<file path="config.mk">
export PLATFORM = sky130hd
export DESIGN_NAME = m_writeback
export DESIGN_NICKNAME = d
export VERILOG_FILES = /design/src/hw/m_ext_pkg.sv /design/src/hw/m_writeback.sv
export SDC_FILE = /design/constraint.sdc
export NUM_CORES = 1
export LEC_CHECK = 0
export ABC_AREA = 1
export BUFFER_PORTS_ARGS = -buffer_cell sky130_fd_sc_hd__buf_2
export CAP_MARGIN = 20
export CORE_ASPECT_RATIO = 0.7
export CORE_MARGIN = 2
export CORE_UTILIZATION = 37
export CTS_CLUSTER_SIZE = 10
export DETAILED_ROUTE_END_ITERATION = 16
export PLACE_DENSITY = 0.78
export SYNTH_ARGS = -nofsm -noshare
export SYNTH_HDL_FRONTEND = slang
export SYNTH_SLANG_ARGS = --single-unit
export TNS_END_PERCENT = 10
</file>
<file path="constraint.sdc">
create_clock -name clk -period 3 [get_ports clk]
set_clock_uncertainty 0.2 [all_clocks]
set_input_delay 0.6 -clock clk [delete_from_list [all_inputs] [get_ports clk]]
set_output_delay 0.6 -clock clk [all_outputs]
set_load 0.02 [all_outputs]
</file>
<file path="src/hw/m_ext_pkg.sv">
`default_nettype none

package m_ext_pkg;

  // datapath width that sizes the shared structs
  parameter int unsigned XW_DEFAULT = 32;

  // major opcode OP, R-type integer ops
  localparam logic [6:0] OPC_OP = 7'b0110011;
  // funct7 marking the M extension
  localparam logic [6:0] F7_MULDIV = 7'b0000001;

  // operand signedness, rs1 in bit 1, rs2 in bit 0
  localparam logic [1:0] S12_UU = 2'b00;
  localparam logic [1:0] S12_SU = 2'b10;
  localparam logic [1:0] S12_SS = 2'b11;

  // operation class
  typedef enum logic [1:0] {
    // low half of the product
    M_MUL = 2'b00,
    // high half of the product
    M_MUH = 2'b01,
    // quotient
    M_DIV = 2'b10,
    // remainder
    M_REM = 2'b11
  } m_op_t;

  // lane control, 4 bits
  typedef struct packed {
    m_op_t      op;
    // signedness of rs1/rs2
    logic [1:0] s12;
  } ctl_m_t;

  // one dispatched instruction
  typedef struct packed {
    // destination register index
    logic [4:0]            rd_idx;
    // source operands
    logic [XW_DEFAULT-1:0] rs1;
    logic [XW_DEFAULT-1:0] rs2;
    // decoded operation
    ctl_m_t                ctl;
  } issue_t;

  // one returned answer
  typedef struct packed {
    logic [4:0]            rd_idx;
    // zero when illegal is set
    logic [XW_DEFAULT-1:0] value;
    // not an M-extension instruction
    logic                  illegal;
  } result_t;

endpackage : m_ext_pkg

`default_nettype wire
</file>
<file path="src/hw/m_writeback.sv">
`default_nettype none

module m_writeback
  import m_ext_pkg::*;
#(
  parameter int unsigned LANES = 4
)(
  input  logic             clk,
  input  logic             rst,
  // finishing lanes, at most one high
  input  logic [LANES-1:0] lane_valid,
  input  result_t          lane_out [LANES],
  // illegal path from dispatch
  input  logic             bypass_valid,
  input  logic [4:0]       bypass_rd,
  // in-order result stream
  output logic             res_valid,
  output result_t          res
);

  logic    byp_valid_q;
  logic [4:0] byp_rd_q;
  result_t sel;
  logic    sel_valid;

  // bypass delay, matches the lane register
  always_ff @(posedge clk)
  begin
    if (rst)
    begin
      byp_valid_q <= 1'b0;
    end
    else
    begin
      byp_valid_q <= bypass_valid;
    end
  end

  always_ff @(posedge clk)
  begin
    if (bypass_valid)
    begin
      byp_rd_q <= bypass_rd;
    end
  end

  // pick the one active source
  always_comb
  begin
    sel = '0;
    for (int i = 0; i < LANES; i++)
    begin
      if (lane_valid[i])
      begin
        sel = lane_out[i];
      end
    end
    // illegal answer, zero value
    if (byp_valid_q)
    begin
      sel = '{rd_idx: byp_rd_q, value: '0, illegal: 1'b1};
    end
  end

  assign sel_valid = |lane_valid || byp_valid_q;

  // output strobe
  always_ff @(posedge clk)
  begin
    if (rst)
    begin
      res_valid <= 1'b0;
    end
    else
    begin
      res_valid <= sel_valid;
    end
  end

  // output payload
  always_ff @(posedge clk)
  begin
    if (sel_valid)
    begin
      res <= sel;
    end
  end

endmodule : m_writeback

`default_nettype wire

</file>
Word-level counts from Yosys, hierarchy flattened

Index checks and enable logic that the tools add are counted.

Flip-flop bits (word level): 45
Bits of input ports: 164
Word-level logic and storage cells: 13

Muxes and demuxes: 5
Reductions and logical operators: 2

Operator list:

| cell               | number |
|---|---|
| 38-bit 2-to-1 mux  | 5 |
| 4-bit OR reduction | 1 |
| 1-bit logical OR   | 1 |

Longest topological paths before layout

Gate-level depths: netlist (run 1).

Depth in word-level cells: 5
Mapped depth: 8

Least setup slack after synthesis (run 1)

OpenSTA, ideal clock, no wires.

Path type: input to register
Start point: input port lane_valid[2]
End point: register res[0] in the netlist's numbering, enable pin
Data arrival time: 2153 ps
Setup slack: -56 ps
Cell stages on the path: 4
Cell sequence: buf_2 > nor2_4 > buf_4 > nand4_1

Word-level cells in the longest chain between the ends: 2

RTL lines:

| what                 | RTL line          | text |
|---|---|---|
| start, declared      | m_writeback.sv:11 | `input logic [LANES-1:0] lane_valid,` |
| 4-bit OR reduction   | m_writeback.sv:65 | `assign sel_valid = \|lane_valid \|\| byp_valid_q;` |
| 1-bit logical OR     | m_writeback.sv:65 |  |
| named net sel_valid  | m_writeback.sv:24 | `logic sel_valid;` |
| end signal, assigned | m_writeback.sv:85 | `res <= sel;` |
| end, declared        | m_writeback.sv:18 | `output result_t res` |

The timed path passes the listed nets, and every way through them passes these cells.
A chain may end at the register's enable or synchronous reset.

Final worst setup path (run 1)

Start point: input port lane_valid[1]
End point: register res[4] in the netlist's numbering (data pin)

Word-level cells in the longest chain between the ends: 3

RTL lines:

| what                            | RTL line          | text |
|---|---|---|
| 38-bit 2-to-1 mux (3 in series) | m_writeback.sv:53 | `if (lane_valid[i])` |

No other way between the ends.

==> summary.md, run 1 <==
The tools report the hold buffer count at cts as 0. The tightest min-delay check is of the primary input to register type. The layout-stage area growth over the synthesis result was 42.4%.

The worst setup path is of the primary input to register kind. The weighted congestion at the end of routability-driven global placement was 0.807; the total routing usage reported by global routing was 20.3%. The largest vdd supply drop came out at 254 uV. In this run the cell area of the synthesized design comes to 2730 um2. After the first detailed-routing iteration, the DRC count stood at 224. Clock tree synthesis inserted a total of 5 buffers. Counting flops with a built-in enable in the synthesized netlist gives 43. The peak fanout along the critical path works out to 30. TritonCTS built the clock tree. For this run the aggregate overflow at the end of global routing stands at 0. Counting flops and latches in the post-synthesis netlist gives 45. The vertical extent of the die is 75.9 um, and the first-pass detailed-route iteration total is 4. The die covers 8090 um2. The run finished with clean final reports. The tools report the number of filler instances in the final layout as 692. The number of gates given a new drive strength after cts was 0; the number of inserted diodes was 0. The worst path in the final design needs a cycle of 1.90 ns, including I/O delays and setup.

The post-route netlist has 45.3% of its cells at a drive strength greater than 1. The number of antenna violations at the first check in global routing is 0, and the core outline area is 7220 um2. The worst register-to-register path has a setup slack of 1.35 ns. Via count of the first global-routing pass: 2738.

Among all flip-flop cells after synthesis, the most frequent one is sky130_fd_sc_hd__edfxtp_1. After detailed routing, the number of vias per cell comes to 4.82. The leakage power is 0.00193 uW, and the worst max-slew margin expressed relative to the limit is 51.3%.

The number of cells on the worst reg-to-reg path came out at 4. The endpoint of the worst register-to-register path is res[26]. The final standard cell count with taps included and fillers excluded was 628; the count of different cell masters after synthesis was 19. The logs give 203 for the number of top-level design ports and 8.74 mm for the total routed wirelength.

The number of clock sinks is 45, and the first-pass GRT wire length is 12.7 mm. The final route contains 3029 vias. Once the clock tree was built, the setup fixing pass inserted 0 buffers. The final-report max-slew violation count is 0. Startpoint of the most critical register-to-register path: byp_valid_q.

The width of the chip is 107 um. The mean instance size in the synthesized netlist works out to 8.15 um2. STA classifies the critical path startpoint as a primary input. The Yosys step of the flow raised 0 warnings.

The net count of the finished layout is 693. In this run the remaining antenna-violating nets after routing total 0. The total placed cells including tap cells came out at 620. The worst setup path is captured at a register. Entering global routing, the biggest net connects 39 pins. The portion of the clock cycle consumed by the worst path in the final layout was 63.2%.

The tools report the worst setup path startpoint as lane_valid[1]. Clock-pin slew was measured on the worst setup and hold paths at 0.09 ns. The highest clock rate is 527 MHz, and the depth of the CTS H-tree is 2. Sequential elements use 48.8% of the synthesized area. No sink is reached through more buffers than the 2 on the longest clock path.

After legalization and detailed placement, the total HPWL measured 6.50 mm. Setup total negative slack on the finished layout was measured at 0 ns. The tools report the end point of the critical path as res[4].

Number of maximum-capacitance constraint violations: 0. The slew of the pin with the lowest slew margin is 0.728 ns. Setup repair after global routing left no endpoint under its margin. The synthesized instance count was 335; the fraction of registers with async set/reset was 0%.

Measured on the finished design, the core utilization comes to 53.8%. The total setup violations reported at the end of the flow is 0. After floorplanning, the core was divided into 26 placement rows.

The total power per unit cell area is 422 nW/um2, and the worst-skew pair later-pin latency is 0.29 ns. The number of failing hold endpoints at the final stage was 0; the remaining routing DRC violations was 0. The routed length per placed instance is 13.9 um. For the data required time of the worst path, the log shows 2.94 ns. For this configuration, the core starts out at a cell density of 37.8%. The root buffer cell is sky130_fd_sc_hd__clkbuf_8.

Final standard cell area without fillers: 3880 um2. Summing all placed instances gives a cell area of 3780 um2. The tightest hold path in the finished design has a slack of 0.260 ns. Count of buffers inserted at the top-level ports: 202. The tools report the arrival time of the worst setup path as 1.83 ns. For the number of nets in the synthesized netlist, the log shows 499.
[synthesized netlist by cell type (3+ instances only)]
library cell / n / share of area (%)
sky130_fd_sc_hd__buf_6: 3 / 1.2
sky130_fd_sc_hd__nand3_1: 5 / 0.92
sky130_fd_sc_hd__clkbuf_1: 4 / 0.55
sky130_fd_sc_hd__o21ai_0: 30 / 5.5
sky130_fd_sc_hd__inv_1: 5 / 0.69
sky130_fd_sc_hd__nor2_1: 42 / 5.8
sky130_fd_sc_hd__nor3_1: 16 / 2.9
sky130_fd_sc_hd__buf_2: 7 / 1.3
sky130_fd_sc_hd__edfxtp_1: 43 / 47
sky130_fd_sc_hd__o21ai_1: 4 / 0.73
sky130_fd_sc_hd__a21oi_1: 39 / 7.2
sky130_fd_sc_hd__nor3_2: 17 / 6.2
sky130_fd_sc_hd__nand2_1: 102 / 14
sky130_fd_sc_hd__inv_2: 3 / 0.41
sky130_fd_sc_hd__buf_4: 9 / 2.5
[per-layer routing]
metal  track usage, %  share of wire [%]  vias to the layer above
met2             35.2                 48                      151
li1                 -                  -                     1520
met4             3.32               0.64                        0
met1             26.9                 43                     1350
met5                0                  0                        -
met3             4.53                8.6                        8
[cell type report]
class / count / area (um2) / share of cell area, %
Clock inverter: 1 / 5.00 / 0.129
Clock buffer: 7 / 96.3 / 2.48
Inverter: 8 / 30.0 / 0.773
Sequential cell: 45 / 1330 / 34.3
Tap cell: 98 / 123 / 3.16
Timing Repair Buffer: 210 / 1080 / 27.9
Multi-Input combinational cell: 259 / 1220 / 31.3
[metrics by stage]
stage | power [uW] | worst slack [ns]
final | 1640 | 1.10
after CTS | 1660 | 1.11
after floorplan | 1040 | 0.00137
after detailed placement | 1240 | 0.791
after global routing | 1720 | 1.01
after global placement | 1230 | 0.838
[sequential cells by signal, summed over array words and instances, names as in the netlist]
name / count
byp_valid_q: 1
res_valid: 1
byp_rd_q: 5
res: 38
[worst max-delay path: stages]
cell                      delay (ns)
sky130_fd_sc_hd__buf_2          0.18
sky130_fd_sc_hd__nor2_4         0.60
sky130_fd_sc_hd__buf_4          0.24
sky130_fd_sc_hd__a21oi_1        0.08
sky130_fd_sc_hd__nor3_2         0.12
[power by group]
part	leakage, uW	internal (uW)	switching [uW]
Sequential	0.000476	766	20.8
Clock	0.0000542	209	205
Combinational	0.00140	182	257
Total	0.00193	1160	483
[cell families (layout without fill, tap and decap cells)]
| logic type | count (synthesis) | count (layout) | share of synthesized area (%) |
|---|---|---|---|
| and+or+nand+nor | 186 | 186 | 31.2 |
| AOI/OAI and AO/OA | 73 | 73 | 13.4 |
| DFF | 45 | 45 | 48.8 |
| buffers and inverters | 31 | 226 | 6.65 |
[worst min-delay path by stage]
stage                       from          end  slack, ns  cells after the start
floorplan            byp_rd_q[3]      res[36]       0.29                      2
global route        bypass_rd[0]  byp_rd_q[0]       0.26                      1
detailed placement   byp_rd_q[1]      res[34]       0.31                      2
CTS                          rst  byp_valid_q       0.25                      2
finish                       rst  byp_valid_q       0.26                      2
global placement     byp_rd_q[0]      res[33]       0.30                      2
[placed cells by master, fill, tap and decap left out, drive strengths merged]
cell | netlist | layout
and2 | 1 | 1
buf | 19 | 210
clkbuf | 4 | 7
nor2 | 44 | 44
a21oi | 39 | 39
o21ai | 34 | 34
edfxtp | 43 | 43
nand3 | 5 | 5
nor3 | 33 | 33
nand4 | 1 | 1
clkinv | 0 | 1
dfxtp | 2 | 2
inv | 8 | 8
nand2 | 102 | 102
Power figures use the tool's default switching activity.
==> run 2: changes to the inputs <==
CORE_UTILIZATION = 41   (was 37)
PLACE_DENSITY = 0.81   (was 0.78)
clock period = 1.9 ns   (was 3 ns; I/O delays follow)
==> run 2 against run 1 <==
Against the previous run:
- routed wire length is 3.9% higher
- cell count stayed put
- power is 71% higher
- cell area is 2.3% higher
- first-iteration DRC count is 43% lower
- register-to-register slack worse by 1.0 ns
- via count is 1.6% higher
- non-clock buffer count is 7 higher
- flip-flop and latch count stayed put
- utilization is 8.9 points higher
- global-route usage is 4.4 points higher
- combinational power is 63% higher
==> summary.md, run 2 (synthesis gave the netlist of run 1 again) <==
The flow ran to the end, and the final reports show no timing, DRC or antenna violations. The highest metal layer with signal wires was met4. Cells with a size suffix above 1 make up 46.0% of the layout. For the total overflow reported by the global router, the log shows 0.

The first routing iteration left 127 violations. The layout-stage area growth over the synthesis result came out at 45.6%. The final standard cell utilization of the core is 62.7%, and the buffer and inverter count on the worst path is 2.

The tools report the HPWL after detailed placement as 7.15 mm. The core region is 6340 um2. The total power per unit cell area came out at 707 nW/um2.

The tool flagged a number of max-cap violations equal to 0. The logs give 3.63 mm for the routed length on met1 and 3026 for the via count of the first global-routing pass. The first global-routing pass estimated 14.0 mm of wire. The number of antenna violations at the first check in global routing is 0, and the routed length on met2 is 4.50 mm. Final-report max-slew violation count: 0. The total CTS buffers came out at 5. After the last flow step, the layout net total stands at 700.

Setup repair after global routing left no endpoint under its margin. For the number of top-level design ports, the log shows 203. The worst hold slack was 0.0523 ns; the arrival time of the worst setup path was 1.47 ns. The first-pass detailed-route iteration total is 4.

In the final timing run, aggregate negative setup slack is 0 ns. The completed layout was analyzed and its total power is 2810 uW. Including well taps, the total number of placed cells is 620.

Count of buffers inserted at the top-level ports: 202. Clock transition at the registers of the reported paths: 0.09 ns. The root buffer cell is sky130_fd_sc_hd__clkbuf_8. The register with the most flip-flops in the layout has 38 of them. The number of failing hold endpoints at the final stage is 0, and the number of core rows is 24. The number of setup buffers added after CTS is 0.

The tools report the final standard cell count with taps included and fillers excluded as 628. The vertical extent of the die is 72.3 um. The hold buffer count at cts was 0; the portion of the clock cycle consumed by the worst path in the final layout was 81.8%. The routed length per placed instance was 14.5 um. The min-delay analysis places its worst path in the category primary input to register. After detailed routing, the number of remaining DRC violations is 0. The clock tree synthesis step divided the H-tree into 2 levels. The worst setup path is captured at a register. For this design, the sink count on the clock tree is 45.

The number of gates given a new drive strength after cts was 0. The number of inserted diodes is 0, and the stage delay of the slowest cell on the critical path is 0.32 ns. The weighted congestion at the end of routability-driven global placement is 0.842. The run gives 2 as the clock tree buffer depth. The total routed wirelength was 9.08 mm. The width of the chip is 102 um. TritonCTS built the clock tree.

Ranked by flip-flop count, first place goes to res. The die covers 7330 um2. The logs give 3077 for the total vias in the final route and 25 for the maximum number of pins on one net before global-route repair. The leakage power was 0.00198 uW. In the layout the commonest cells are 202 x sky130_fd_sc_hd__buf_2, 102 x sky130_fd_sc_hd__nand2_1, 43 x sky130_fd_sc_hd__edfxtp_1.

The startpoint type of the worst setup path was a register. The initial core utilization was 43.1%. The logs give 24.6% for the total routing usage reported by global routing and 0 for the total setup violations reported at the end of the flow. Highest clock rate: 644 MHz. The peak fanout along the critical path works out to 16.

STA puts the critical path data required time at 1.82 ns. The family of cells with the greatest summed delay on the critical path was buffers and inverters. The run gives 78.2% as the worst max-slew margin expressed relative to the limit.

The amount of wire on met3 after detailed routing is 868 um, and the number of nets still failing antenna checks after routing is 0. At the pin with the least slew margin, the transition time is 0.327 ns. The category of the most critical setup path was register to register. The worst-path cell with the longest stage delay was sky130_fd_sc_hd__dfxtp_1. After detailed routing, the number of vias per cell comes to 4.90. Across the VDD grid, the largest voltage drop is 470 uV.

Leaving out fill and tap cells, the most frequent cell in the layout is sky130_fd_sc_hd__buf_2. The tools report the worst-skew pair later-pin latency as 0.29 ns. The signal on the critical path passes through inv_1, buf_4, o21ai_0, nor3_1. The largest registers in the layout are res x38, byp_rd_q x5. Clock period minus worst slack: 1.55 ns.
==> run 2: cell type report <==
type | count | area, um2
repair buffers | 217 | 1150
multi-input cells | 259 | 1220
flip-flops and latches | 45 | 1330
clock buffers | 5 | 68.8
clock inverters | 3 | 65.1
inverters | 8 | 30.0
fillers | 563 | 2360
well taps | 91 | 114
==> run 2: path summary, 6_finish.rpt <==
| check | from | endpoint | slack [ns] | cells past startpoint |
|---|---|---|---|---|
| setup reg to reg | byp_valid_q | res[27] | 0.35 | 4 |
| hold reg to reg | byp_rd_q[1] | res[34] | 0.33 | 2 |
| setup / recovery | byp_valid_q | res[27] | 0.35 | 4 |
| hold / removal | rst | byp_valid_q | 0.05 | 2 |
==> run 2: metal layers <==
layer	up-vias	global-route usage [%]
met5	-	0
met4	0	6.76
met3	8	6.45
met2	164	43.3
met1	1372	30.0
li1	1533	-
==> run 2: metrics by stage <==
| step | setup slack, ns | cell area (um2) |
|---|---|---|
| global placement | 0.199 | 3840 |
| detailed placement | 0.122 | 3840 |
| global route | 0.178 | 3970 |
| CTS | 0.333 | 3970 |
| finish | 0.346 | 3970 |
| floorplan | -0.866 | 2740 |
==> run 2: power by group <==
| group | switching (uW) | internal [uW] | leakage [uW] |
|---|---|---|---|
| clock network | 333 | 523 | 0.0000681 |
| logic | 416 | 300 | 0.00144 |
| registers | 27.3 | 1210 | 0.000476 |
| total | 776 | 2030 | 0.00198 |
