$ cat config.mk
export PLATFORM = sky130hd
export DESIGN_NAME = m_dispatch
export DESIGN_NICKNAME = d
export VERILOG_FILES = /design/src/hw/m_ext_pkg.sv /design/src/hw/m_dispatch.sv
export SDC_FILE = /design/constraint.sdc
export NUM_CORES = 1
export LEC_CHECK = 0
export BUFFER_PORTS_ARGS = -buffer_cell sky130_fd_sc_hd__buf_4
export CORE_UTILIZATION = 41
export DETAILED_ROUTE_END_ITERATION = 6
export PLACE_DENSITY_LB_ADDON = 0.1
export SLEW_MARGIN = 20
export SYNTH_ARGS = -nofsm -noshare
export SYNTH_HDL_FRONTEND = slang
export SYNTH_SLANG_ARGS = --single-unit
$ cat constraint.sdc
create_clock -name clk -period 2.5 [get_ports clk]
set_input_delay 0.25 -clock clk [delete_from_list [all_inputs] [get_ports clk]]
set_output_delay 0.25 -clock clk [all_outputs]
set_load 0.03 [all_outputs]
$ cat src/hw/m_ext_pkg.sv
`default_nettype none

package m_ext_pkg;

  // datapath width that sizes the shared structs
  parameter int unsigned XW_DEFAULT = 32;

  // major opcode OP, R-type integer ops
  localparam logic [6:0] OPC_OP = 7'b0110011;
  // funct7 marking the M extension
  localparam logic [6:0] F7_MULDIV = 7'b0000001;

  // operand signedness, rs1 in bit 1, rs2 in bit 0
  localparam logic [1:0] S12_UU = 2'b00;
  localparam logic [1:0] S12_SU = 2'b10;
  localparam logic [1:0] S12_SS = 2'b11;

  // operation class
  typedef enum logic [1:0] {
    // low half of the product
    M_MUL = 2'b00,
    // high half of the product
    M_MUH = 2'b01,
    // quotient
    M_DIV = 2'b10,
    // remainder
    M_REM = 2'b11
  } m_op_t;

  // lane control, 4 bits
  typedef struct packed {
    m_op_t      op;
    // signedness of rs1/rs2
    logic [1:0] s12;
  } ctl_m_t;

  // one dispatched instruction
  typedef struct packed {
    // destination register index
    logic [4:0]            rd_idx;
    // source operands
    logic [XW_DEFAULT-1:0] rs1;
    logic [XW_DEFAULT-1:0] rs2;
    // decoded operation
    ctl_m_t                ctl;
  } issue_t;

  // one returned answer
  typedef struct packed {
    logic [4:0]            rd_idx;
    // zero when illegal is set
    logic [XW_DEFAULT-1:0] value;
    // not an M-extension instruction
    logic                  illegal;
  } result_t;

endpackage : m_ext_pkg

`default_nettype wire
$ cat src/hw/m_dispatch.sv
`default_nettype none

module m_dispatch
  import m_ext_pkg::*;
#(
  parameter int unsigned XW    = 32,
  parameter int unsigned LANES = 4
)(
  input  logic             clk,
  input  logic             rst,
  // incoming instruction strobe
  input  logic             issue,
  input  logic [31:0]      insn,
  input  logic [XW-1:0]    rs1,
  input  logic [XW-1:0]    rs2,
  // one-hot lane strobe, shared payload
  output logic [LANES-1:0] lane_valid,
  output issue_t           lane_in,
  // illegal instruction path
  output logic             bypass_valid,
  output logic [4:0]       bypass_rd
);

  // pointer width, at least one bit even for a single lane
  localparam int unsigned PW = (LANES > 1) ? $clog2(LANES) : 1;

  logic [6:0]    opcode;
  logic [4:0]    rd;
  logic [2:0]    funct3;
  logic [6:0]    funct7;
  logic          legal;
  ctl_m_t        ctl;
  logic [PW-1:0] ptr;

  // R-type field extraction
  assign opcode = insn[6:0];
  assign rd     = insn[11:7];
  assign funct3 = insn[14:12];
  assign funct7 = insn[31:25];

  // OP major opcode with the MULDIV funct7
  assign legal = (opcode == OPC_OP) && (funct7 == F7_MULDIV);

  // funct3 to operation and signedness
  always_comb
  begin
    case (funct3)
      3'b000:  ctl = '{op: M_MUL, s12: S12_SS};
      3'b001:  ctl = '{op: M_MUH, s12: S12_SS};
      3'b010:  ctl = '{op: M_MUH, s12: S12_SU};
      3'b011:  ctl = '{op: M_MUH, s12: S12_UU};
      3'b100:  ctl = '{op: M_DIV, s12: S12_SS};
      3'b101:  ctl = '{op: M_DIV, s12: S12_UU};
      3'b110:  ctl = '{op: M_REM, s12: S12_SS};
      default: ctl = '{op: M_REM, s12: S12_UU};
    endcase
  end

  // strobes and round-robin pointer
  always_ff @(posedge clk)
  begin
    if (rst)
    begin
      lane_valid   <= '0;
      bypass_valid <= 1'b0;
      ptr          <= '0;
    end
    else
    begin
      // exactly one lane gets a legal instruction
      lane_valid   <= (issue && legal) ? (LANES'(1) << ptr) : '0;
      bypass_valid <= issue && !legal;
      // pointer moves only on legal work
      if (issue && legal)
      begin
        ptr <= (ptr == PW'(LANES - 1)) ? '0 : ptr + 1'b1;
      end
    end
  end

  // payload, loaded only on a legal issue
  always_ff @(posedge clk)
  begin
    if (issue && legal)
    begin
      lane_in <= '{rd_idx: rd, rs1: rs1, rs2: rs2, ctl: ctl};
    end
    // rd travels with the illegal pulse
    if (issue && !legal)
    begin
      bypass_rd <= rd;
    end
  end

endmodule : m_dispatch

`default_nettype wire

=== Yosys cells after proc, flatten, opt, wreduce, memory -nomap -nowiden ===
Index checks and enable logic that the tools add are counted.

* Bits in latches: 0
* Bits of input ports: 99
* Memories: 0
* Word-level logic and storage cells: 29
* Register bits: 85
* Memory bits (writable): 0
* Memory bits (read-only): 0
* Output and inout bits: 83

* Multiplexer cells: 2
* Order comparisons: 0
* Bitwise operators: 1
* Div/mod/pow operators: 0
* Eq/ne operators: 9
* Add/sub/neg operators: 1
* Reduce and logical (&&, ||, !) cells: 6
* $mul: 0
* Shifts and indexed selects: 1

{| class="wikitable"
|+ Operator list
! cell !! count
|-
| $pmux 4 s7 || 1
|-
| $eq 3x3->1 const B || 3
|-
| $eq 7x1->1 const B || 1
|-
| $eq 7x6->1 const B || 1
|-
| $eq 3x2->1 const B || 2
|-
| $shl 1x2->4 const A || 1
|-
| $eq 3x1->1 const B || 1
|-
| $logic_and 1x1->1 || 3
|-
| $logic_not 3->1 || 1
|-
| $add 2x1->2 const B || 1
|-
| $eq 2x2->1 const B || 1
|-
| $mux 2 || 1
|-
| $reduce_or 2->1 || 1
|-
| $logic_not 1->1 || 1
|-
| $not 1->1 || 1
|}

=== Depth between registers and ports, before layout ===
Gate-level depths: netlist (run 1).

* Word-level depth: 5
* Depth in mapped cells: 4
* Depth with buffers taken out: 4

=== Least setup slack after synthesis (run 1) ===
Ideal clock, no wire load.

* Path kind: input port to flip-flop
* Start point: input port insn[2]
* End point: register ptr[0]
* Buffers on the path: 0
* Setup time: 121 ps
* Stages on the path: 4
* Arrival: 1983 ps
* Slack: 395 ps
* Required time: 2379 ps
* Cells stage by stage: and4bb_2 > nand4_1 > inv_2 > mux2_2

* Longest elaborated chain between the ends: 3

{| class="wikitable"
|+ RTL lines
! element !! RTL line !! RTL
|-
| start: declaration || m_dispatch.sv:13 || <nowiki>input logic [31:0] insn,</nowiki>
|-
| $eq 7x6->1 || m_dispatch.sv:42 || <nowiki>assign legal = (opcode == OPC_OP) && (funct7 == F7_MULDIV);</nowiki>
|-
| $logic_and 1x1->1 || m_dispatch.sv:42 ||
|-
| $logic_and 1x1->1 || m_dispatch.sv:74 || <nowiki>if (issue && legal)</nowiki>
|-
| end signal: assignment || m_dispatch.sv:76 || <nowiki>ptr <= (ptr == PW'(LANES - 1)) ? '0 : ptr + 1'b1;</nowiki>
|-
| end: declaration || m_dispatch.sv:33 || <nowiki>logic [PW-1:0] ptr;</nowiki>
|}

Every way passes these cells.
A chain may end at the register's enable or synchronous reset.

=== Worst setup path after layout (run 1) ===
* Start point: input port insn[26]
* End point: register ptr[0]

* Longest elaborated chain between the ends: 3

{| class="wikitable"
|+ RTL lines
! element !! RTL line
|-
| $eq 7x1->1 || m_dispatch.sv:42
|-
| $logic_and 1x1->1 || m_dispatch.sv:42
|-
| $logic_and 1x1->1 || m_dispatch.sv:74
|}

Every way passes these cells.

==> run metrics, run 1 <==
outcome finished, final reports clean; CTS tree built; crit end category flop; Setup CP Type primary input to flop; hold slack 0.07497 ns; Final Setup Violations 0; share of cells above drive strength 1 63.46%; Clock Skews 0.001764 ns; H-tree levels 3; initial antenna violation count 0; die width 83.12 µm; switching power 0.5126 mW; Synth area leaders edfxtp_1 87%, dfxtp_1 5.2%, mux2i_1 0.74%; DR pass1 iterations 4; hold_buf cts 0; critical-path cell list buf_4 -> nor4bb_1 -> nand4_1 -> inv_2 -> buf_12 -> mux2_2; critical path fanouts, max 32; cts bufs inserted 9; Warnings, synthesis 0; maximum clock frequency 634.8 MHz; DRC viols 0; Die Y 83.12 µm; delay-heaviest family, CP buffers and inverters; Post-synth EDFFs 78; switching power share of the total 19.54%; # diodes 0; I/O pins 182; unrepaired setup endpoints after global routing false; Synthesized Nets 213; ANT nets after route 0; CTS max path bufs 2; clock share of power 35.1%; top-area cell type share of the netlist area 86.83%; Reg clk slew, reported paths 0.09 ns; synthesis-to-finish area growth 59.55%; Crit-path slowest cell mux2_2; Yosys top cell by area edfxtp_1; vias in the first global route 1658; clock sinks 85; pre-CTS WS 0.5468 ns; Max-cap violations 0; Worst Setup Slack, final 0.9247 ns; Die ar. 0.006908 mm²; # nets final 396; most numerous cell in the Yosys netlist edfxtp_1; Mean Syn Cell Area 23.87 µm²; post-route total power 2.624 mW; Final Max Slew Viols 0; DR WL/cell 14.59 µm; Async SR Flop Fraction 0%; ys flop type edfxtp_1; Iteration-0 DRC Markers 86; GRT Util Overall 15.87%; combinational share of power 5.6%; synth unique cells 25; mapped cell area 0.002698 mm²; Final GP Congestion 0.7191; final core occ 67.78%; Required @ worst endpoint 2.73 ns; Post-Syn Instances 113; vias per cell 4.635; power density cells 609.6 mW/mm²; largest net degree at the start of global routing 36; root buffer cell clkbuf_8; worst rel slew slack 79.38%; dpl hpwl 4.040 mm; startpoint types primary input; post-cts resize count 0; Setup TNS 0 ns; Seq/Total Area, Yosys 92.02%; Initial Utilization 42.48%; Core Area 0.006350 mm²; Via Count 1752; Total Wirelength 5.515 mm; cell-internal power 2.111 mW; num rows 29; first-pass GRT wire length 8.155 mm; clock latency on the worst-skew pair 0.34 ns; Static Leak 1.781 nW; gr ovfl total 0; Final Hold Viols 0; crit path buf inv count 3; slowest stage delay, CP 0.35 ns; commonest cells in the netlist 78 x edfxtp_1, 7 x dfxtp_1; crit path DAT 1.81 ns; Final min period 1.575 ns; worst vdd ir 0.0004094 V; FF+latch count, synth 85; postcts setup bufs 0; HP Class primary input to flop; worst-margin pin slew 0.3052 ns; Final Cycle Share 63.01%; Buffers on Ports 171; sequential power share 59.4%
-- power groups by stage --
stage                     registers (mW)  logic (mW)  clock network [mW]
after global routing                1.56       0.155                1.00
after detailed placement            1.59       0.146                   0
after CTS                           1.56       0.147               0.946
after global placement              1.59       0.143                   0
after floorplan                     1.61      0.0107                   0
final                               1.56       0.146               0.920
-- kinds of logic (layout without fill, tap and decap cells) --
group           Yosys count  in the layout  share of synthesized area, %
mux                       3              3                         1.160
compound gates            4              4                         1.160
buf+inv                   4            192                        0.5564
simple gates             16             16                         4.639
fa+ha+maj                 1              1                        0.4637
flops                    85             85                         92.02
-- state kept, by name, summed over array words and instances (netlist names) --
signal,flops
bypass_rd,5
bypass_valid,1
lane_in,73
lane_valid,4
ptr,2
-- through the flow --
| stage | cells | area, µm² |
|---|---|---|
| after global placement | 362 | 4114 |
| after floorplan | 113 | 2698 |
| after CTS | 378 | 4304 |
| after global routing | 378 | 4304 |
| final | 378 | 4304 |
| after detailed placement | 362 | 4114 |
-- per-layer routing --
layer | part of all wire, % | GRT usage [%] | vias to the layer above
li1 | - | - | 822
met1 | 37 | 18.26 | 802
met2 | 50 | 24.74 | 112
met3 | 10 | 8.052 | 16
met4 | 2.6 | 7.367 | 0
met5 | 0 | 0 | -
-- layout by cell type, fill, tap and decap left out --
master / Yosys / routed
clkinv_2: 0 / 1
nor4_1: 2 / 2
nor2b_1: 1 / 1
a21o_1: 1 / 1
dfxtp_1: 7 / 7
and4bb_2: 1 / 1
or4bb_1: 1 / 1
nand2_1: 2 / 2
mux2i_1: 2 / 2
clkbuf_8: 0 / 9
mux2_2: 1 / 1
buf_4: 0 / 171
nor4b_1: 2 / 2
or4_4: 1 / 1
bufinv_16: 0 / 1
edfxtp_1: 78 / 78
ha_1: 1 / 1
and4_1: 1 / 1
o311a_1: 1 / 1
clkinv_4: 0 / 1
and3b_1: 1 / 1
nand3b_1: 1 / 1
inv_2: 1 / 1
clkinv_1: 0 / 2
buf_12: 0 / 2
nor3_1: 1 / 1
clkinvlp_4: 0 / 2
nor4bb_1: 1 / 1
o21ai_0: 1 / 1
inv_1: 2 / 2
o31a_1: 1 / 1
nand4_1: 1 / 1
-- layout make-up --
class | instances | area (µm²)
Sequential cell | 85 | 2482
Fill cell | 459 | 2046
Timing Repair Buffer | 173 | 1324
Multi-Input combinational cell | 24 | 200.2
Clock buffer | 9 | 123.9
Tap cell | 77 | 96.34
Clock inverter | 7 | 66.31
Inverter | 3 | 11.26
-- worst reg2reg max path, stage by stage, from the launching register on --
cell and delay, ns:
dfxtp_1 0.43, ha_1 0.19, nor3_1 0.05, mux2_2 0.26
-- worst paths after layout --
kind / startpoint / endpoint / slack, ns / cells past startpoint
worst max-delay path: insn[26] / ptr[0]$_SDFFE_PP0P_ / 0.92 / 6
worst min-delay path: rs1[5] / lane_in[41]$_DFFE_PP_ / 0.07 / 1
worst max register to register: ptr[0]$_SDFFE_PP0P_ / ptr[0]$_SDFFE_PP0P_ / 1.46 / 3
worst min register to register: ptr[1]$_SDFFE_PP0P_ / ptr[1]$_SDFFE_PP0P_ / 0.54 / 2
Note: power is estimated with default switching activity, not from simulation.
==> run 2, diff against run 1 <==
--- a/config.mk
+++ b/config.mk
@@ -5,8 +5,9 @@
 export SDC_FILE = /design/constraint.sdc
 export NUM_CORES = 1
 export LEC_CHECK = 0
+export ABC_AREA = 1
 export BUFFER_PORTS_ARGS = -buffer_cell sky130_fd_sc_hd__buf_4
-export CORE_UTILIZATION = 41
+export CORE_UTILIZATION = 37
 export DETAILED_ROUTE_END_ITERATION = 6
 export PLACE_DENSITY_LB_ADDON = 0.1
 export SLEW_MARGIN = 20
==> constraint.sdc (replaced) <==
create_clock -name clk -period 1.3 [get_ports clk]
set_input_delay 0.13 -clock clk [delete_from_list [all_inputs] [get_ports clk]]
set_output_delay 0.13 -clock clk [all_outputs]
set_load 0.03 [all_outputs]
==> run metrics, run 2 <==
Clock Skews 0.002076 ns (was 0.001764 ns); DRC viols 0 (unchanged); Post-Syn Instances 151 (was 113); H-tree levels 3 (unchanged); critical path depth in cells 1 (was 6); worst-margin pin slew 0.4537 ns (was 0.3052 ns); synth unique cells 14 (was 25); top-area cell type share of the netlist area 84.74% (was 86.83%); synthesis-to-finish area growth 87.14% (was 59.55%); Required @ worst endpoint 1.17 ns (was 2.73 ns); CTS max path bufs 2 (unchanged); worst r2r path cells 3 (unchanged); Total Wirelength 6.933 mm (was 5.515 mm); Die ar. 0.007820 mm² (was 0.006908 mm²); Max-cap violations 0 (unchanged); DR pass1 iterations 4 (unchanged); ANT nets after route 0 (unchanged); Mean Syn Cell Area 18.30 µm² (was 23.87 µm²); Crit-path slowest cell edfxtp_1 (was mux2_2); Synth area leaders edfxtp_1 85%, dfxtp_1 5.1%, nor2_1 3.1% (was edfxtp_1 87%, dfxtp_1 5.2%, mux2i_1 0.74%); Final Setup Violations 0 (unchanged); gr ovfl total 0 (unchanged); maximum clock frequency 942.5 MHz; Top Registers lane_in x73, bypass_rd x5, lane_valid x4 (unchanged); most frequent cells in the layout 174 x buf_4, 78 x edfxtp_1, 71 x dlygate4sd3_1 (was 171 x buf_4, 78 x edfxtp_1, 9 x clkbuf_8); Async SR Flop Fraction 0% (unchanged); mapped cell area 0.002764 mm² (was 0.002698 mm²); clock sinks 85 (unchanged); post-cts resize count 0 (unchanged); Yosys top cell by area edfxtp_1 (unchanged); outcome finished, final reports clean (unchanged); first-pass GRT wire length 9.894 mm (was 8.155 mm); Iteration-0 DRC Markers 48 (was 86); Setup TNS 0 ns (unchanged); I/O pins 182 (unchanged); final core occ 71.31% (was 67.78%); Synthesized Nets 251 (was 213); Final min period 1.061 ns; Core Area 0.007253 mm² (was 0.006350 mm²); crit path buf inv count 1 (was 3); clock latency on the worst-skew pair 0.33 ns (was 0.34 ns); Initial Utilization 38.11% (was 42.48%); # nets final 508 (was 396); root buffer cell clkbuf_8 (unchanged); Reg with most FFs lane_in (unchanged); vias per cell 4.197 (was 4.635); # diodes 0 (unchanged); critical-path cell list buf_4 (was buf_4 -> nor4bb_1 -> nand4_1 -> inv_2 -> buf_12 -> mux2_2); GRT Util Overall 17.58% (was 15.87%); Reg clk slew, reported paths 0.09 ns (about the same); Via Count 2149 (was 1752); Static Leak 2.181 nW (was 1.781 nW); crit end category primary output (was flop); power density cells 1055 mW/mm² (was 609.6 mW/mm²); commonest cells in the netlist 78 x edfxtp_1, 23 x nor2_1, 15 x nand2_1 (was 78 x edfxtp_1, 7 x dfxtp_1); DR WL/cell 13.54 µm (was 14.59 µm); number of flip-flops in the largest register 73 (unchanged); slowest stage delay, CP 0.41 ns (was 0.35 ns); Seq/Total Area, Yosys 89.81% (was 92.02%); Buffers on Ports 171 (unchanged); most numerous cell in the Yosys netlist edfxtp_1 (unchanged); Warnings, synthesis 0 (unchanged); share of cells above drive strength 1 47.22% (was 63.46%); postcts setup bufs 0 (unchanged); Final Max Slew Viols 0 (unchanged); cts bufs inserted 9 (unchanged); largest net degree at the start of global routing 33 (was 36); Final Cycle Share 81.62%; ys flop type edfxtp_1 (unchanged); startpoint types flop (was primary input); commonest non-fill, non-tap cell in the layout buf_4 (unchanged); hold depth 2 (was 1); Final GP Congestion 0.7508 (was 0.7191); crit path DAT 0.93 ns (was 1.81 ns); CTS tree built (unchanged); Post-synth EDFFs 78 (unchanged); vias in the first global route 2095 (was 1658); worst rel slew slack 69.64% (was 79.38%); Setup CP Type flop to primary output (was primary input to flop); delay-heaviest family, CP flip-flops (was buffers and inverters); die width 88.43 µm (was 83.12 µm); initial antenna violation count 0 (unchanged); dpl hpwl 4.408 mm (was 4.040 mm); num rows 31 (was 29); worst vdd ir 0.0009432 V (was 0.0004094 V); Die Y 88.43 µm (was 83.12 µm); unrepaired setup endpoints after global routing false (unchanged); Final Hold Viols 0 (unchanged); post-route total power 5.459 mW (was 2.624 mW); HP Class primary input to flop (unchanged); critical path fanouts, max 1 (was 32); FF+latch count, synth 85 (unchanged)
==> run 2: cell types whose count changed in the layout (fill, tap and decap cells not counted), sizes merged, moves of 2 or more <==
| cell | before | now |
|---|---|---|
| dlygate4sd3 | 0 | 71 |
| nor2 | 0 | 24 |
| nand2 | 2 | 15 |
| inv | 3 | 14 |
| clkinv | 4 | 0 |
| buf | 173 | 176 |
| nand3 | 0 | 3 |
| clkbuf | 9 | 11 |
| mux2i | 2 | 0 |
| nand4 | 1 | 3 |
| nor4 | 2 | 0 |
| nor4b | 2 | 0 |
==> run 2: report_power, final <==
group,internal (mW),switching (mW),total [mW]
Clock,1.09,0.888,1.98
Sequential,2.99,0.00408,3.00
Combinational,0.336,0.147,0.483
==> run 2: kinds of logic (layout without fill, tap and decap cells) <==
| group | after synthesis | in the layout | synth area share [%] |
|---|---|---|---|
| and+or+nand+nor | 47 | 47 | 7.062 |
| buffers and inverters | 15 | 277 | 2.037 |
| adders and majority gates | 1 | 1 | 0.4526 |
| AOI/OAI and AO/OA | 3 | 3 | 0.6339 |
| DFF | 85 | 85 | 89.81 |
==> run 2: path summary, 6_finish.rpt <==
| check | startpoint | end | slack (ns) |
|---|---|---|---|
| max | lane_in[44]$_DFFE_PP_ | lane_in[44] | 0.24 |
| min | insn[12] | lane_in[1]$_SDFFCE_PN0P_ | 0.08 |
| max reg2reg | ptr[0]$_SDFFE_PP0P_ | ptr[1]$_SDFFE_PP0P_ | 0.39 |
| min reg2reg | ptr[0]$_SDFFE_PP0P_ | lane_valid[2]$_SDFF_PP0_ | 0.51 |
==> run 2: final cells by class <==
cell class	instances	area [µm²]
Fill cell	482	2081
Sequential cell	85	2482
Clock buffer	11	131.4
Clock inverter	5	83.83
Multi-Input combinational cell	51	237.7
Inverter	14	56.30
Timing Repair Buffer	247	2057
Tap cell	99	123.9
==> run 2: repair_timing <==
item	in CTS	in global routing
endpoints found under the hold margin	76	0
setup endpoints to repair	0	0
hold buffers	71	0
==> run 2: per-stage QoR <==
stage | cell area [µm²] | hold slack (ns) | setup slack (ns) | cells
after floorplan | 2780 | 0.2068 | -0.5321 | 151
after global placement | 4247 | 0.3081 | -0.09187 | 425
after detailed placement | 4247 | 0.3092 | -0.08302 | 425
after CTS | 5172 | 0.05151 | 0.2151 | 512
after global routing | 5172 | 0.04690 | 0.2031 | 512
final | 5172 | 0.07507 | 0.2390 | 512
==> run 2: metal layers <==
layer  vias to the layer above  track usage [%]  wire, µm
li1                       1051                -         -
met4                         0            7.771       120
met3                        10            6.623       634
met1                       970            19.23      2515
met2                       118            30.49      3663
met5                         -                0         0
==> run 3, diff against run 2 <==
--- a/config.mk
+++ b/config.mk
@@ -7,7 +7,7 @@
 export LEC_CHECK = 0
 export ABC_AREA = 1
 export BUFFER_PORTS_ARGS = -buffer_cell sky130_fd_sc_hd__buf_4
-export CORE_UTILIZATION = 37
+export CORE_UTILIZATION = 41
 export DETAILED_ROUTE_END_ITERATION = 6
 export PLACE_DENSITY_LB_ADDON = 0.1
 export SLEW_MARGIN = 20
==> constraint.sdc (replaced) <==
create_clock -name clk -period 1.05 [get_ports clk]
set_input_delay 0.105 -clock clk [delete_from_list [all_inputs] [get_ports clk]]
set_output_delay 0.105 -clock clk [all_outputs]
set_load 0.03 [all_outputs]
==> run metrics, run 3 (synthesis gave the netlist of run 2 again) <==
Die ar. 0.007074 mm² (was 0.007820 mm²); Via Count 2344 (was 2149); die width 84.11 µm (was 88.43 µm); Iteration-0 DRC Markers 150 (was 48); CTS tree built (unchanged); Max-cap violations 0 (unchanged); num rows 29 (was 31); worst vdd ir 0.0007465 V (was 0.0009432 V); clock share of power 33.9% (was 36.3%); Required @ worst endpoint 0.94 ns (was 1.17 ns); Final Setup Violations 2 (was 0); outcome finished, violations left (was finished, final reports clean); Worst Hold Launch insn[12] (unchanged); Die Y 84.11 µm (was 88.43 µm); dpl cell area 0.004274 mm² (was 0.004247 mm²); first-pass GRT wire length 12.54 mm (was 9.894 mm); Crit-path slowest cell edfxtp_1 (unchanged); startpoint types flop (unchanged); Final GP Congestion 0.7737 (was 0.7508); crit path buf inv count 1 (unchanged); sequential power share 56.2% (was 54.9%); delay-heaviest family, CP flip-flops (unchanged); I/O pins 182 (unchanged); crit path DAT 0.96 ns (was 0.93 ns); vias in the first global route 2390 (was 2095); Top Registers lane_in x73, bypass_rd x5, lane_valid x4 (unchanged); initial antenna violation count 1 (was 0); worst r2r path cells 3 (unchanged); GRT Util Overall 24.19% (was 17.58%); Total Wirelength 9.639 mm (was 6.933 mm); clock latency on the worst-skew pair 0.34 ns (was 0.33 ns); hold slack 0.03740 ns (was 0.07507 ns); unrepaired setup endpoints after global routing true (was false); worst-margin pin slew 0.4525 ns (was 0.4537 ns); CTS max path bufs 2 (unchanged); Final min period 1.065 ns; slowest stage delay, CP 0.42 ns (was 0.41 ns); worst rel slew slack 69.72% (was 69.64%); DR pass1 iterations 7 (was 4); Core Area 0.006422 mm² (was 0.007253 mm²); Reg clk slew, reported paths 0.08 ns (was 0.09 ns); Worst Setup Slack, final -0.01452 ns (was 0.2390 ns); post-route total power 6.603 mW (was 5.459 mW); cts bufs inserted 9 (unchanged); Final Hold Viols 0 (unchanged); most frequent cells in the layout 154 x buf_4, 78 x edfxtp_1, 71 x dlygate4sd3_1 (was 174 x buf_4, 78 x edfxtp_1, 71 x dlygate4sd3_1); critical path fanouts, max 1 (unchanged); DRC viols 29 (was 0); crit end category primary output (unchanged); Static Leak 2.308 nW (was 2.181 nW); synthesis-to-finish area growth 97.37% (was 87.14%); Clock Skews 0.003091 ns (was 0.002076 ns); power density cells 1210 mW/mm² (was 1055 mW/mm²); cell-internal power 5.241 mW (was 4.419 mW); Crit. Startpoint lane_in[10]$_DFFE_PP_ (was lane_in[44]$_DFFE_PP_); Final Max Slew Viols 0 (unchanged); number of flip-flops in the largest register 73 (unchanged); hold depth 2 (unchanged); HP Class primary input to flop (unchanged); vias per cell 4.642 (was 4.197); largest net degree at the start of global routing 23 (was 33); dpl hpwl 4.934 mm (was 4.408 mm); # nets final 522 (was 508); critical-path cell list buf_4 (unchanged); share of cells above drive strength 1 50.59% (was 47.22%); Buffers on Ports 171 (unchanged); critical path depth in cells 1 (unchanged); finished layout cell area 0.005455 mm² (was 0.005172 mm²); root buffer cell clkbuf_8 (unchanged); clock sinks 85 (unchanged); ANT nets after route 0 (unchanged); worst r2r src ptr[1]$_SDFFE_PP0P_ (was ptr[0]$_SDFFE_PP0P_); combinational share of power 9.9% (was 8.8%); H-tree levels 3 (unchanged); Final Cycle Share 101.4%; Setup CP Type flop to primary output (unchanged); Initial Utilization 43.04% (was 38.11%); switching power 1.362 mW (was 1.040 mW); gr ovfl total 0 (unchanged); switching power share of the total 20.62% (was 19.05%); commonest non-fill, non-tap cell in the layout buf_4 (unchanged); Fillers 315 (was 482); Reg with most FFs lane_in (unchanged); failing checks DRC, setup timing; maximum clock frequency 939.4 MHz; DR WL/cell 19.09 µm (was 13.54 µm)
run 3: cell count changes in the layout (fill, tap and decap cells not counted), sizes merged:
cell,change
inv,-1
diode,+1
buf,+11
clkinv,+3
bufinv,-1
clkbuf,+4
clkinvlp,-2
run 3: per-stage QoR:
stage / cells / setup slack, ns / TNS, ns / util (%)
finish: 505 / -0.01452 / -0.01819 / 84.94
global route: 505 / -0.03945 / -0.4837 / 84.94
CTS: 494 / 0.003585 / 0 / 80.54
detailed placement: 407 / -0.3195 / -23.62 / 66.55
global placement: 407 / -0.3054 / -22.64 / 66.55
floorplan: 151 / -0.7571 / -55.26 / -
run 3: layer usage:
layer	up-vias	part of all wire, %	wire length (µm)	global-route usage, %
li1	1080	-	-	-
met1	1124	35	3366	25.61
met2	119	56	5372	43.67
met3	21	6.1	587	5.638
met4	0	3.2	312	14.73
met5	-	0	0	0
run 3: path summary, 6_finish.rpt:
path                                            endpoint  slack (ns)
worst max register to register       ptr[1]$_SDFFE_PP0P_        0.19
worst min-delay path            lane_in[1]$_SDFFCE_PN0P_        0.04
worst max-delay path                         lane_in[10]       -0.01
worst min register to register  lane_valid[3]$_SDFF_PP0_        0.54
run 3: area by class of cell:
type / instances / area [µm²] / share of cell area, %
sequential: 85 / 2482 / 45.50
timing repair buffer: 261 / 2361 / 43.28
multi-input combinational: 51 / 272.8 / 5.000
clock buffer: 12 / 135.1 / 2.477
tap: 77 / 96.34 / 1.766
inverter: 14 / 56.30 / 1.032
clock inverter: 4 / 48.80 / 0.8945
antenna: 1 / 2.502 / 0.04587
run 3: power by group through the flow:
stage          Combinational (mW)  Sequential, mW  Clock (mW)
4_1_cts                     0.607            3.71        2.22
5_1_grt                     0.690            3.71        2.44
6_report                    0.653            3.71        2.24
2_1_floorplan              0.0375            3.82           0
3_5_place_dp                0.385            3.79           0
3_3_place_gp                0.376            3.79           0
run 3: timing repair:
item | in CTS | in global routing
resized for setup | 1 | 37
pin swaps | 0 | 7
hold endpoints to repair | 76 | 0
endpoints found under the setup margin | 1 | 86
setup buffers | 0 | 5
hold buffers | 71 | 0
gates cloned | 0 | 5
